File: src/common/uart_pkg.sv
////////////////////////////////////////
// UART shared definitions
////////////////////////////////////////
`default_nettype none

package uart_pkg;

    // Widths
    localparam int data_w    = 8;
    localparam int wb_data_w = 32;
    localparam int wb_addr_w = 32;

    ////////////////////////////////////////
    // Register byte offsets
    ////////////////////////////////////////
    localparam logic [7:0] reg_data      = 8'h00;
    localparam logic [7:0] reg_divisor   = 8'h04;
    localparam logic [7:0] reg_ctrl      = 8'h08;
    localparam logic [7:0] reg_rx_level  = 8'h0C;
    localparam logic [7:0] reg_tx_level  = 8'h10;
    localparam logic [7:0] reg_stop_bits = 8'h18;

    // Control and status bit positions
    localparam int ctrl_tx_empty  = 0;
    localparam int ctrl_tx_full   = 1;
    localparam int ctrl_rx_empty  = 2;
    localparam int ctrl_rx_full   = 3;
    localparam int ctrl_parity_en = 4;
    localparam int ctrl_overrun   = 5;

    // Baud divisor out of reset
    localparam logic [wb_data_w-1:0] divisor_reset = 15;

    // Received character with parity_err at bit 8
    typedef struct packed {
        logic              parity_err;
        logic [data_w-1:0] data;
    } rx_frame_t;

endpackage

`default_nettype wire

File: src/hdl/uart_fifo.sv
////////////////////////////////////////
// Synchronous FIFO
////////////////////////////////////////
`timescale 1ns/1ps
`default_nettype none

module uart_fifo #(
    parameter int  depth     = 8,
    parameter type payload_t = logic [7:0]
) (
    input  logic                   clk,
    input  logic                   rst,
    input  logic                   push,
    input  payload_t               push_data,
    input  logic                   pop,
    output payload_t               head,
    output logic                   empty,
    output logic                   full,
    output logic [$clog2(depth):0] level,
    output logic                   credit_return
);

    localparam int aw = $clog2(depth);

    payload_t       mem [depth];
    logic [aw:0]    wr_ptr;
    logic [aw:0]    rd_ptr;
    logic           do_push;
    logic           do_pop;

    // Wrap bit tells full from empty
    assign empty   = (wr_ptr == rd_ptr);
    assign full    = (wr_ptr[aw] != rd_ptr[aw]) && (wr_ptr[aw-1:0] == rd_ptr[aw-1:0]);
    assign level   = wr_ptr - rd_ptr;
    assign head    = mem[rd_ptr[aw-1:0]];
    assign do_push = push && !full;
    assign do_pop  = pop && !empty;

    always_ff @(posedge clk)
    begin
        if (do_push)
            mem[wr_ptr[aw-1:0]] <= push_data;
    end

    always_ff @(posedge clk)
    begin
        if (rst)
        begin
            wr_ptr        <= '0;
            rd_ptr        <= '0;
            credit_return <= 1'b0;
        end
        else
        begin
            if (do_push)
                wr_ptr <= wr_ptr + 1'b1;
            if (do_pop)
                rd_ptr <= rd_ptr + 1'b1;
            // One credit back per real pop
            credit_return <= do_pop;
        end
    end

    // Producer and consumer must honour the flags
    a_no_push_full: assert property (@(posedge clk) disable iff (rst) full |-> !push);
    a_no_pop_empty: assert property (@(posedge clk) disable iff (rst) empty |-> !pop);

endmodule

`default_nettype wire

File: src/tx/uart_tx.sv
////////////////////////////////////////
// UART transmit serializer
////////////////////////////////////////
`timescale 1ns/1ps
`default_nettype none

module uart_tx (
    input  logic                            clk,
    input  logic                            rst,
    input  logic [uart_pkg::wb_data_w-1:0]  divisor,
    input  logic                            parity_en,
    input  logic [7:0]                      stop_bits,
    input  logic                            tx_empty,
    input  logic [uart_pkg::data_w-1:0]     tx_head,
    output logic                            tx_pop,
    output logic                            tx
);

    import uart_pkg::*;

    typedef enum logic [2:0] {st_idle, st_start, st_data, st_parity, st_stop} tx_state_t;

    tx_state_t            state;
    logic [wb_data_w-1:0] cnt;
    logic [7:0]           bit_cnt;
    logic [data_w-1:0]    shift;
    logic [data_w-1:0]    data_q;
    logic                 bit_done;
    logic [7:0]           stop_last;
    logic                 line_bit;

    assign bit_done  = (cnt == divisor);
    assign stop_last = (stop_bits == 8'd0) ? 8'd0 : stop_bits - 8'd1;
    // Byte leaves the FIFO as it is loaded
    assign tx_pop    = (state == st_idle) && !tx_empty;

    always_comb
    begin
        case (state)
            st_start:  line_bit = 1'b0;
            st_data:   line_bit = shift[0];
            st_parity: line_bit = ~^data_q;
            default:   line_bit = 1'b1;
        endcase
    end

    always_ff @(posedge clk)
    begin
        if (rst)
        begin
            state   <= st_idle;
            cnt     <= '0;
            bit_cnt <= '0;
            tx      <= 1'b1;
        end
        else
        begin
            tx  <= line_bit;
            cnt <= bit_done ? '0 : cnt + 1'b1;
            case (state)
                st_idle:
                begin
                    cnt     <= '0;
                    bit_cnt <= '0;
                    if (!tx_empty)
                        state <= st_start;
                end
                st_start:
                    if (bit_done)
                        state <= st_data;
                st_data:
                    if (bit_done)
                    begin
                        bit_cnt <= bit_cnt + 1'b1;
                        if (bit_cnt == 8'd7)
                        begin
                            bit_cnt <= '0;
                            state   <= parity_en ? st_parity : st_stop;
                        end
                    end
                st_parity:
                    if (bit_done)
                        state <= st_stop;
                st_stop:
                    if (bit_done)
                    begin
                        bit_cnt <= bit_cnt + 1'b1;
                        if (bit_cnt >= stop_last)
                            state <= st_idle;
                    end
                default:
                    state <= st_idle;
            endcase
        end
    end

    // Shift register and the byte kept for parity
    always_ff @(posedge clk)
    begin
        if (tx_pop)
        begin
            shift  <= tx_head;
            data_q <= tx_head;
        end
        else if (state == st_data && bit_done)
            shift <= shift >> 1;
    end

endmodule

`default_nettype wire

File: src/rx/uart_rx.sv
////////////////////////////////////////
// UART receive deserializer
////////////////////////////////////////
`timescale 1ns/1ps
`default_nettype none

module uart_rx #(
    parameter int depth = 8
) (
    input  logic                            clk,
    input  logic                            rst,
    input  logic                            rx,
    input  logic [uart_pkg::wb_data_w-1:0]  divisor,
    input  logic                            parity_en,
    input  logic [7:0]                      stop_bits,
    input  logic                            credit_return,
    output logic                            rx_push,
    output uart_pkg::rx_frame_t             rx_push_frame,
    output logic                            overrun_set
);

    import uart_pkg::*;

    localparam int crd_w = $clog2(depth) + 1;

    typedef enum logic [2:0] {st_idle, st_start, st_data, st_parity, st_stop} rx_state_t;

    rx_state_t            state;
    logic                 rx_meta;
    logic                 rx_sync;
    logic                 rx_prev;
    logic [wb_data_w-1:0] cnt;
    logic [7:0]           bit_cnt;
    logic [data_w-1:0]    shift;
    logic                 perr;
    logic [crd_w-1:0]     credit;
    logic                 bit_done;
    logic                 half_done;
    logic [7:0]           stop_last;
    logic                 frame_end;
    logic                 take;

    assign bit_done  = (cnt == divisor);
    assign half_done = (cnt == (divisor >> 1));
    assign stop_last = (stop_bits == 8'd0) ? 8'd0 : stop_bits - 8'd1;
    // Middle of the last stop bit
    assign frame_end = (state == st_stop) && bit_done && (bit_cnt >= stop_last);
    assign take      = frame_end && (credit != '0);

    always_ff @(posedge clk)
    begin
        if (rst)
        begin
            rx_meta <= 1'b1;
            rx_sync <= 1'b1;
            rx_prev <= 1'b1;
        end
        else
        begin
            rx_meta <= rx;
            rx_sync <= rx_meta;
            rx_prev <= rx_sync;
        end
    end

    ////////////////////////////////////////
    // Frame FSM
    ////////////////////////////////////////
    always_ff @(posedge clk)
    begin
        if (rst)
        begin
            state       <= st_idle;
            cnt         <= '0;
            bit_cnt     <= '0;
            rx_push     <= 1'b0;
            overrun_set <= 1'b0;
        end
        else
        begin
            rx_push     <= take;
            overrun_set <= frame_end && !take;
            cnt         <= bit_done ? '0 : cnt + 1'b1;
            case (state)
                st_idle:
                begin
                    cnt     <= '0;
                    bit_cnt <= '0;
                    if (rx_prev && !rx_sync)
                        state <= st_start;
                end
                st_start:
                    if (half_done)
                    begin
                        // Still low half a bit on, otherwise a glitch
                        cnt   <= '0;
                        state <= rx_sync ? st_idle : st_data;
                    end
                st_data:
                    if (bit_done)
                    begin
                        bit_cnt <= bit_cnt + 1'b1;
                        if (bit_cnt == 8'd7)
                        begin
                            bit_cnt <= '0;
                            state   <= parity_en ? st_parity : st_stop;
                        end
                    end
                st_parity:
                    if (bit_done)
                        state <= st_stop;
                st_stop:
                    if (bit_done)
                    begin
                        bit_cnt <= bit_cnt + 1'b1;
                        if (frame_end)
                            state <= st_idle;
                    end
                default:
                    state <= st_idle;
            endcase
        end
    end

    always_ff @(posedge clk)
    begin
        if (state == st_start)
            perr <= 1'b0;
        if (state == st_data && bit_done)
            shift <= {rx_sync, shift[data_w-1:1]};
        // Odd parity over data and parity bit
        if (state == st_parity && bit_done)
            perr <= ~^{shift, rx_sync};
        if (frame_end)
        begin
            rx_push_frame.data       <= shift;
            rx_push_frame.parity_err <= perr;
        end
    end

    // One credit per free RX FIFO entry
    always_ff @(posedge clk)
    begin
        if (rst)
            credit <= crd_w'(depth);
        else if (take && !credit_return)
            credit <= credit - 1'b1;
        else if (!take && credit_return)
            credit <= credit + 1'b1;
    end

    a_credit_max: assert property (@(posedge clk) disable iff (rst) credit <= crd_w'(depth));

endmodule

`default_nettype wire

File: src/hdl/uart_wb_regs.sv
////////////////////////////////////////
// UART register slave
////////////////////////////////////////
`timescale 1ns/1ps
`default_nettype none

module uart_wb_regs #(
    parameter int depth = 8
) (
    input  logic                            clk,
    input  logic                            rst,
    input  logic                            wb_cyc,
    input  logic                            wb_stb,
    input  logic                            wb_we,
    input  logic [uart_pkg::wb_addr_w-1:0]  wb_adr,
    input  logic [uart_pkg::wb_data_w-1:0]  wb_dat_w,
    output logic [uart_pkg::wb_data_w-1:0]  wb_dat_r,
    output logic                            wb_ack,
    input  logic                            tx_full,
    input  logic                            tx_empty,
    input  logic [$clog2(depth):0]          tx_level,
    output logic                            tx_push,
    output logic [uart_pkg::data_w-1:0]     tx_push_data,
    input  logic                            rx_empty,
    input  logic                            rx_full,
    input  logic [$clog2(depth):0]          rx_level,
    input  uart_pkg::rx_frame_t             rx_head,
    output logic                            rx_pop,
    input  logic                            overrun_set,
    output logic [uart_pkg::wb_data_w-1:0]  divisor,
    output logic                            parity_en,
    output logic [7:0]                      stop_bits
);

    import uart_pkg::*;

    typedef enum logic {st_idle, st_ack} bus_state_t;

    bus_state_t           state;
    logic                 req;
    logic                 is_data;
    logic                 accept;
    logic [7:0]           offset;
    logic                 overrun;
    logic [wb_data_w-1:0] status;
    logic [wb_data_w-1:0] rd_word;

    assign req     = wb_cyc && wb_stb && (state == st_idle);
    assign offset  = wb_adr[7:0];
    assign is_data = (offset == reg_data);

    // Data accesses block on the FIFO flags
    assign accept       = req && (!is_data || (wb_we ? !tx_full : !rx_empty));
    assign tx_push      = accept && wb_we && is_data;
    assign tx_push_data = wb_dat_w[data_w-1:0];
    assign rx_pop       = accept && !wb_we && is_data;

    always_comb
    begin
        status                 = '0;
        status[ctrl_tx_empty]  = tx_empty;
        status[ctrl_tx_full]   = tx_full;
        status[ctrl_rx_empty]  = rx_empty;
        status[ctrl_rx_full]   = rx_full;
        status[ctrl_parity_en] = parity_en;
        status[ctrl_overrun]   = overrun;
    end

    always_comb
    begin
        case (offset)
            reg_data:      rd_word = wb_data_w'(rx_head);
            reg_divisor:   rd_word = divisor;
            reg_ctrl:      rd_word = status;
            reg_rx_level:  rd_word = wb_data_w'(rx_level);
            reg_tx_level:  rd_word = wb_data_w'(tx_level);
            reg_stop_bits: rd_word = wb_data_w'(stop_bits);
            default:       rd_word = '0;
        endcase
    end

    ////////////////////////////////////////
    // Bus FSM and configuration
    ////////////////////////////////////////
    always_ff @(posedge clk)
    begin
        if (rst)
        begin
            state     <= st_idle;
            wb_ack    <= 1'b0;
            divisor   <= divisor_reset;
            parity_en <= 1'b0;
            stop_bits <= 8'd1;
            overrun   <= 1'b0;
        end
        else
        begin
            wb_ack <= accept;
            state  <= accept ? st_ack : st_idle;
            if (accept && wb_we)
            begin
                case (offset)
                    reg_divisor:   divisor <= wb_dat_w;
                    reg_ctrl:      parity_en <= wb_dat_w[ctrl_parity_en];
                    reg_stop_bits: stop_bits <= wb_dat_w[7:0];
                    default:       ;
                endcase
            end
            // Sticky overrun where a new overrun beats the clear
            if (overrun_set)
                overrun <= 1'b1;
            else if (accept && wb_we && offset == reg_ctrl && wb_dat_w[ctrl_overrun])
                overrun <= 1'b0;
        end
    end

    // Read data is captured with the pop
    always_ff @(posedge clk)
    begin
        wb_dat_r <= (accept && !wb_we) ? rd_word : '0;
    end

    a_ack_single: assert property (@(posedge clk) disable iff (rst) wb_ack |=> !wb_ack);

endmodule

`default_nettype wire

File: src/hdl/uart_top.sv
////////////////////////////////////////
// UART peripheral top
////////////////////////////////////////
`timescale 1ns/1ps
`default_nettype none

module uart_top #(
    parameter int fifo_depth = 8
) (
    input  logic                            clk,
    input  logic                            rst,
    input  logic                            wb_cyc,
    input  logic                            wb_stb,
    input  logic                            wb_we,
    input  logic [uart_pkg::wb_addr_w-1:0]  wb_adr,
    input  logic [uart_pkg::wb_data_w-1:0]  wb_dat_w,
    output logic [uart_pkg::wb_data_w-1:0]  wb_dat_r,
    output logic                            wb_ack,
    input  logic                            rx,
    output logic                            tx
);

    import uart_pkg::*;

    localparam int lvl_w = $clog2(fifo_depth) + 1;

    // TX path
    logic              tx_push;
    logic [data_w-1:0] tx_push_data;
    logic              tx_pop;
    logic [data_w-1:0] tx_head;
    logic              tx_empty;
    logic              tx_full;
    logic [lvl_w-1:0]  tx_level;

    // RX path
    logic              rx_push;
    rx_frame_t         rx_push_frame;
    logic              rx_pop;
    rx_frame_t         rx_head;
    logic              rx_empty;
    logic              rx_full;
    logic [lvl_w-1:0]  rx_level;
    logic              credit_return;

    // Configuration
    logic [wb_data_w-1:0] divisor;
    logic                 parity_en;
    logic [7:0]           stop_bits;
    logic                 overrun_set;

    uart_wb_regs #(.depth(fifo_depth)) u_wb_regs (
        .clk, .rst,
        .wb_cyc, .wb_stb, .wb_we, .wb_adr, .wb_dat_w, .wb_dat_r, .wb_ack,
        .tx_full, .tx_empty, .tx_level, .tx_push, .tx_push_data,
        .rx_empty, .rx_full, .rx_level, .rx_head, .rx_pop,
        .overrun_set, .divisor, .parity_en, .stop_bits
    );

    uart_fifo #(.depth(fifo_depth), .payload_t(logic [data_w-1:0])) u_tx_fifo (
        .clk, .rst,
        .push(tx_push), .push_data(tx_push_data), .pop(tx_pop), .head(tx_head),
        .empty(tx_empty), .full(tx_full), .level(tx_level), .credit_return()
    );

    uart_fifo #(.depth(fifo_depth), .payload_t(rx_frame_t)) u_rx_fifo (
        .clk, .rst,
        .push(rx_push), .push_data(rx_push_frame), .pop(rx_pop), .head(rx_head),
        .empty(rx_empty), .full(rx_full), .level(rx_level), .credit_return
    );

    uart_tx u_tx (
        .clk, .rst, .divisor, .parity_en, .stop_bits,
        .tx_empty, .tx_head, .tx_pop, .tx
    );

    uart_rx #(.depth(fifo_depth)) u_rx (
        .clk, .rst, .rx, .divisor, .parity_en, .stop_bits,
        .credit_return, .rx_push, .rx_push_frame, .overrun_set
    );

endmodule

`default_nettype wire

File: config.mk
export PLATFORM = sky130hd
export DESIGN_NAME = uart_top
export DESIGN_NICKNAME = d
export VERILOG_FILES = /design/src/common/uart_pkg.sv /design/src/hdl/uart_fifo.sv /design/src/tx/uart_tx.sv /design/src/rx/uart_rx.sv /design/src/hdl/uart_wb_regs.sv /design/src/hdl/uart_top.sv
export SDC_FILE = /design/constraint.sdc
export NUM_CORES = 1
export LEC_CHECK = 0
export BUFFER_PORTS_ARGS = -buffer_cell sky130_fd_sc_hd__clkbuf_2
export CAP_MARGIN = 30
export CORE_MARGIN = 2
export CORE_UTILIZATION = 35
export DETAILED_ROUTE_END_ITERATION = 10
export GPL_ROUTABILITY_DRIVEN = 1
export SYNTH_ARGS = -nofsm -noshare
export SYNTH_HDL_FRONTEND = slang
export SYNTH_HIERARCHICAL = 1
export SYNTH_SLANG_ARGS = --single-unit
export TNS_END_PERCENT = 1
File: constraint.sdc
create_clock -name clk -period 10.5 [get_ports clk]
set_clock_uncertainty 0.05 [all_clocks]
set_input_delay 0.525 -clock clk [delete_from_list [all_inputs] [get_ports clk]]
set_output_delay 0.525 -clock clk [all_outputs]
set_load 0.005 [all_outputs]
Word level (Yosys, flattened, before mapping)
Memories as Yosys holds them, arrays and structs flattened. A register that Yosys moved wholly into a read port is not among the register bits.
Cells that the tools add are included.
Widths: inputs -> output; s select.

word-level totals
  bits in registers = 223
  bits in latches = 0
  memory bits (writable) = 136
  ROM bits = 0
  bits of input ports = 70
  output and inout bits = 34
  logic and storage cells = 194
  memories kept = 2

memories
  memory         words  bits a word  read ports  clocked after memory_dff  write ports  line             source
  u_rx_fifo.mem  8      9            1           1                         1            uart_fifo.sv:25  payload_t mem [depth];
  u_tx_fifo.mem  8      8            1           1                         1            uart_fifo.sv:25

cells by class
  add/sub/neg operators = 13
  multipliers = 0
  div/mod/pow operators = 0
  $lt $le $gt $ge = 2
  equality and inequality tests = 38
  shift operators = 0
  multiplexer cells = 50
  bitwise gates (word level) = 1
  reduce and logical (&&, ||, !) cells = 57

operators with widths
  cell                   number
  $pmux 32 s6            1
  $mux 8                 9
  $add 32x1->32 const B  2
  $eq 32x32->1           2
  $mux 32                2
  $pmux 32 s2            1
  $mux 3                 19
  $pmux 8 s3             2
  $eq 32x31->1           1
  $pmux 3 s5             2
  $logic_and 1x1->1      26
  $ne 2x1->1 const B     13
  $eq 8x3->1 const B     3
  $add 4x1->4 const B    5
  $add 8x1->8 const B    2
  $eq 8x4->1 const B     2
  $eq 8x5->1 const B     2
  $ge 8x8->1             2
  $logic_not 8->1        2
  $reduce_and 7->1       2
  $eq 3x2->1 const B     4
  $mux 1                 10
  $logic_not 1->1        9
  $reduce_xnor 9->1      1
  other kinds (22)       37

Depth between registers and ports, before layout
  depth after elaboration = 11
  depth in mapped cells = 21
  mapped depth without buffers = 21

Hierarchy
The synthesis kept the hierarchy.

modules (own cells, without submodules)
  module                  times used  cells an instance  area each (um^2)  sequential area each (um^2)
  uart_rx                 1           456                4261.6            1581.5
  uart_tx                 1           373                3494.6            1361.3
  uart_fifo at u_rx_fifo  1           179                3423.3            2402.3
  uart_fifo at u_tx_fifo  1           168                3115.5            2162.1
  uart_wb_regs            1           311                2876.5            1501.4

Worst setup path after synthesis
No wires, ideal clock.

  path kind = register to register
  start point = register u_wb_regs.stop_bits[0]
  end point = register u_rx.credit[3]
  setup time = 0.132 ns
  arrival = 4.264 ns
  required time = 10.318 ns
  slack = 6.054 ns
  stages on the path, launching flop included = 22
  buffers on the path = 0
  clock period less this slack = 4.446 ns
  cells stage by stage = dfxtp_1 inv_1 ha_1 nor2b_1 nand3b_1 or3_1 and2_1 ha_1 nand2b_1 a21o_1 a211oi_1 o31a_1 nor2_1 and2_1 nor2b_1 ha_1 ha_1 a21o_1 a21oi_1 xnor2_1 o21ai_0 or3b_2

on the way
  cells in the longest elaborated chain, start to end = 8
  elaborated cells on any way between the ends = 11
  classes of those cells = add/sub: 1; order compare: 1; mux: 2; reduce/logical: 7

RTL lines
  what                                            line                 source
  start: declaration                              uart_wb_regs.sv:32   output logic [7:0] stop_bits
  start signal: assignment                        uart_wb_regs.sv:105  reg_stop_bits: stop_bits <= wb_dat_w[7:0];
  $sub 8x1->8 or $logic_not 8->1 (tied branches)  uart_rx.sv:45        assign stop_last = (stop_bits == 8'd0) ? 8'd0 : stop_bits - 8'd1;
  $mux 8 (*)                                      uart_rx.sv:45
  $ge 8x8->1 (*)                                  uart_rx.sv:47        assign frame_end = (state == st_stop) && bit_done && (bit_cnt >= stop_last);
  $logic_and 1x1->1 (*)                           uart_rx.sv:47
  net u_rx.frame_end                              uart_rx.sv:40        logic frame_end;
  $logic_and 1x1->1 (*)                           uart_rx.sv:48        assign take = frame_end && (credit != '0);
  net u_rx.take                                   uart_rx.sv:41        logic take;
  $logic_not 1->1                                 uart_rx.sv:148       else if (!take && credit_return)
  $logic_and 1x1->1                               uart_rx.sv:148
  $reduce_bool 2->1 (no line)                     -
  end signal: assignment                          uart_rx.sv:145       credit <= crd_w'(depth);
  end signal: assignment                          uart_rx.sv:147       credit <= credit - 1'b1;
  end signal: assignment                          uart_rx.sv:149       credit <= credit + 1'b1;
  end: declaration                                uart_rx.sv:36        logic [crd_w-1:0] credit;

The timed path passes the listed nets; every way through them passes the cells marked *.
A chain may end at the register's enable or synchronous reset.

Worst setup path after layout
Same ends and word-level chain as after synthesis.

==> impl_metrics.yaml <==
worst_setup_path:
  cp_slowest_cell: "and2_1"
  worstSetupPathType: "reg -> reg"
  r2r-start: "u_wb_regs/stop_bits[0]"
  worstSetupStartpointType: "flop"
  timing.rr.end: "u_rx/credit[3]"
  endpoint: "u_rx/credit[3]"
  crit_path_cell_trace: "inv_1, ha_1, nor2b_1, nand3b_1, or3_1, and2_1, ha_1, nand2b_1, a21o_1, a211oi_1, o31a_1, nor2_1, and2_1, nor2b_1, ha_1, ha_1, a21o_1, a21oi_1, xnor2_1, o21ai_0, or3b_2"
  startpoint: "u_wb_regs/stop_bits[0]"
  cpPeakStageDelay_ps: 530
  critPathBufInv: 1
  ff2ff_setup_slack_ps: 5430
  worstSetupEndpointType: "flop"
  reg2reg_depth: 21
  critPathTopFamily: "simple AND/OR/NAND/NOR gates"
  path_depth: 21
  critical_path_arrival_ps: 5460
  crit_path_frequent_cell: "ha_1"
  critical_path.max_fanout: 12
  crit_required_ps: 10890
route:
  drc: 0
  postRouteAntennaNets: 0
  firstDrtPassIters: 5
  wirelength_um: 40800
  via_per_inst: 5.11
  vias: 11200
  drt-initial-drc-count: 831
  wire_per_inst_um: 18.6
clock_network:
  cts_root_buf: "clkbuf_16"
  cts_buffers: 41
  clockBufferDepth: 3
  cts_tree: "yes"
  postCtsHoldBufs: 0
  clkSlewWorstSetupHoldPaths_ps: 60
  cts_setup_buffers: 0
  clkLatencyLatePin_ps: 570
  cts_repair_resize_count: 0
  clkSinkCount: 364
  cts_max_level: 2
sta:
  relSlewSlack: 0.330
  finalCriticalPeriod_ps: 5070
  tightest_slew_ps: 1000
  maxClockFrequency_mhz: 197
  fin_hold_ws_ps: 112
  finalHoldViolations: 0
  setup_tns_ps: 0
  rsz0062_at_grt: "no"
  setup_viol: 0
  period_share: 0.483
  final_max_slew_viol_count: 0
floorplan:
  dieWidth_um: 225
  coreArea_um2: 48600
  num_rows: 81
  initial_core_util: 0.352
  dieArea_um2: 50800
  io-pin-count: 104
  die_h_um: 225
grt:
  use_met1: 0.226
  grt_overflow_total: 0
  grt_max_degree: 58
  antenna_found_initial: 2
  grt_pass1_vias: 11000
  use_met2: 0.254
  grt_pass1_wl_um: 63400
  grt_most_used_layer: "met2"
  grtUsageMet3: 0.0378
  track_usage: 0.162
job:
  maxCapViolations: 0
finish:
  layout.nets: 1651
  layout-drive-gt1-share: 0.144
  synthToLayoutAreaGrowth_pct: 12.6
  final_util: 0.397
  fill_cells: 4683
  antenna_cells: 0
pwr:
  power.internal_uw: 2350
  ir_drop_uv: 82.4
  leakage_uw: 0.00703
  clkPwrFrac: 0.465
  p_sw_uw: 666
  power_density_nw_per_um2: 156
  netSwitchingFraction: 0.221
  seqPwrFrac: 0.495
  p_comb_frac: 0.039
place:
  gp_congestion: 0.849
  port_buffers: 79
  dp_hpwl_um: 28800
yosys:
  synth_nets: 1593
  syn_area_per_cell_um2: 11.5
  syn_inst: 1485
  ys.warnings.count: 6
  syn_area_um2: 17100
run_status:
  status: "completed"
hold_path:
  whs_path_depth: 2
  holdCritStartpoint: "rx"
  min_path_type: "in -> reg"
==> worst min-delay path by stage <==
| stage | end | slack [ps] |
|---|---|---|
| final | u_rx/rx_meta | 110 |
| after global placement | u_rx/rx_sync | 340 |
| after global routing | u_rx/rx_meta | 110 |
| after floorplan | u_rx/rx_sync | 340 |
| after detailed placement | u_rx/rx_sync | 350 |
| after CTS | u_rx/rx_meta | 100 |
==> area by class of cell <==
class                           instances  area, um2  share of cell area
Sequential cell                       364       8990               0.465
Multi-Input combinational cell        999       7510               0.389
Clock buffer                           62       1210              0.0625
Tap cell                              622        778              0.0403
Timing Repair Buffer                   96        549              0.0284
Inverter                               41        154             0.00797
Clock inverter                         13        124             0.00641
==> worst register-to-register path, cell delays in order, from the launching register on <==
cell      delay [ps]
dfxtp_1          390
inv_1            120
ha_1             160
nor2b_1          240
nand3b_1         160
or3_1            410
and2_1           200
ha_1             260
nand2b_1          90
a21o_1           110
a211oi_1          70
o31a_1           270
nor2_1           220
and2_1           530
nor2b_1          220
ha_1             210
ha_1             240
a21o_1           180
a21oi_1          170
xnor2_1           90
o21ai_0          120
or3b_2           440
==> metrics by stage <==
step | total power [uW] | instances | worst slack, ps | cell area, um2
after detailed placement | 1640 | 2121 | 5480 | 18000
final | 3010 | 2197 | 5430 | 19300
after global routing | 3130 | 2197 | 5060 | 19300
after global placement | 1630 | 2116 | 5540 | 17900
after floorplan | 1610 | 1485 | 6050 | 17100
after CTS | 3050 | 2196 | 5460 | 19300
==> sequential cells by signal, summed over array words and instances, names as in the netlist, 8 cells and up, named ones only <==
name	count
u_rx/bit_cnt	8
u_tx_fifo/mem	64
u_rx/rx_push_frame	9
u_wb_regs/wb_dat_r	32
u_tx/cnt	32
u_rx/cnt	32
u_tx/shift	8
u_tx/data_q	8
u_rx_fifo/mem	72
u_wb_regs/divisor	32
u_rx/shift	8
u_wb_regs/stop_bits	8
u_tx/bit_cnt	8
==> power groups by stage <==
stage          clock, uW  sequential [uW]  combinational (uW)
6_report            1400             1490                 118
2_1_floorplan          0             1520                91.9
3_3_place_gp           0             1520                 111
5_1_grt             1500             1490                 132
3_5_place_dp           0             1520                 116
4_1_cts             1440             1490                 117
==> layout by cell type, fill, tap and decap left out, types with 6 or more instances in the layout <==
master     count
clkbuf_1      12
edfxtp_1     170
inv_1         41
mux2_2        24
dfxtp_1      194
buf_4         13
ha_1          35
clkbuf_8       8
nor3b_1        7
a21o_1         7
or3_1          7
xnor2_1       90
nand2b_1       9
nor2b_1       16
o211ai_1      13
nor3_2         6
or4_1          6
nand4_1       32
mux2i_1       32
and2_1        30
nor2_1       160
clkbuf_2      78
clkbuf_16     42
nand3b_1       8
nand3_1       39
xor2_1       103
mux4_1        33
o21ai_0       16
and3_1        19
nor4_1        23
nand2_1      109
a21oi_1       56
nor3_1        26
==> per-layer routing <==
| layer | wire length (um) | vias up |
|---|---|---|
| met5 | 23 | - |
| met4 | 648 | 4 |
| met3 | 2340 | 55 |
| met2 | 18800 | 220 |
| met1 | 19000 | 5533 |
| li1 | - | 5419 |
No activity file was read; power rests on OpenSTA's default activity.
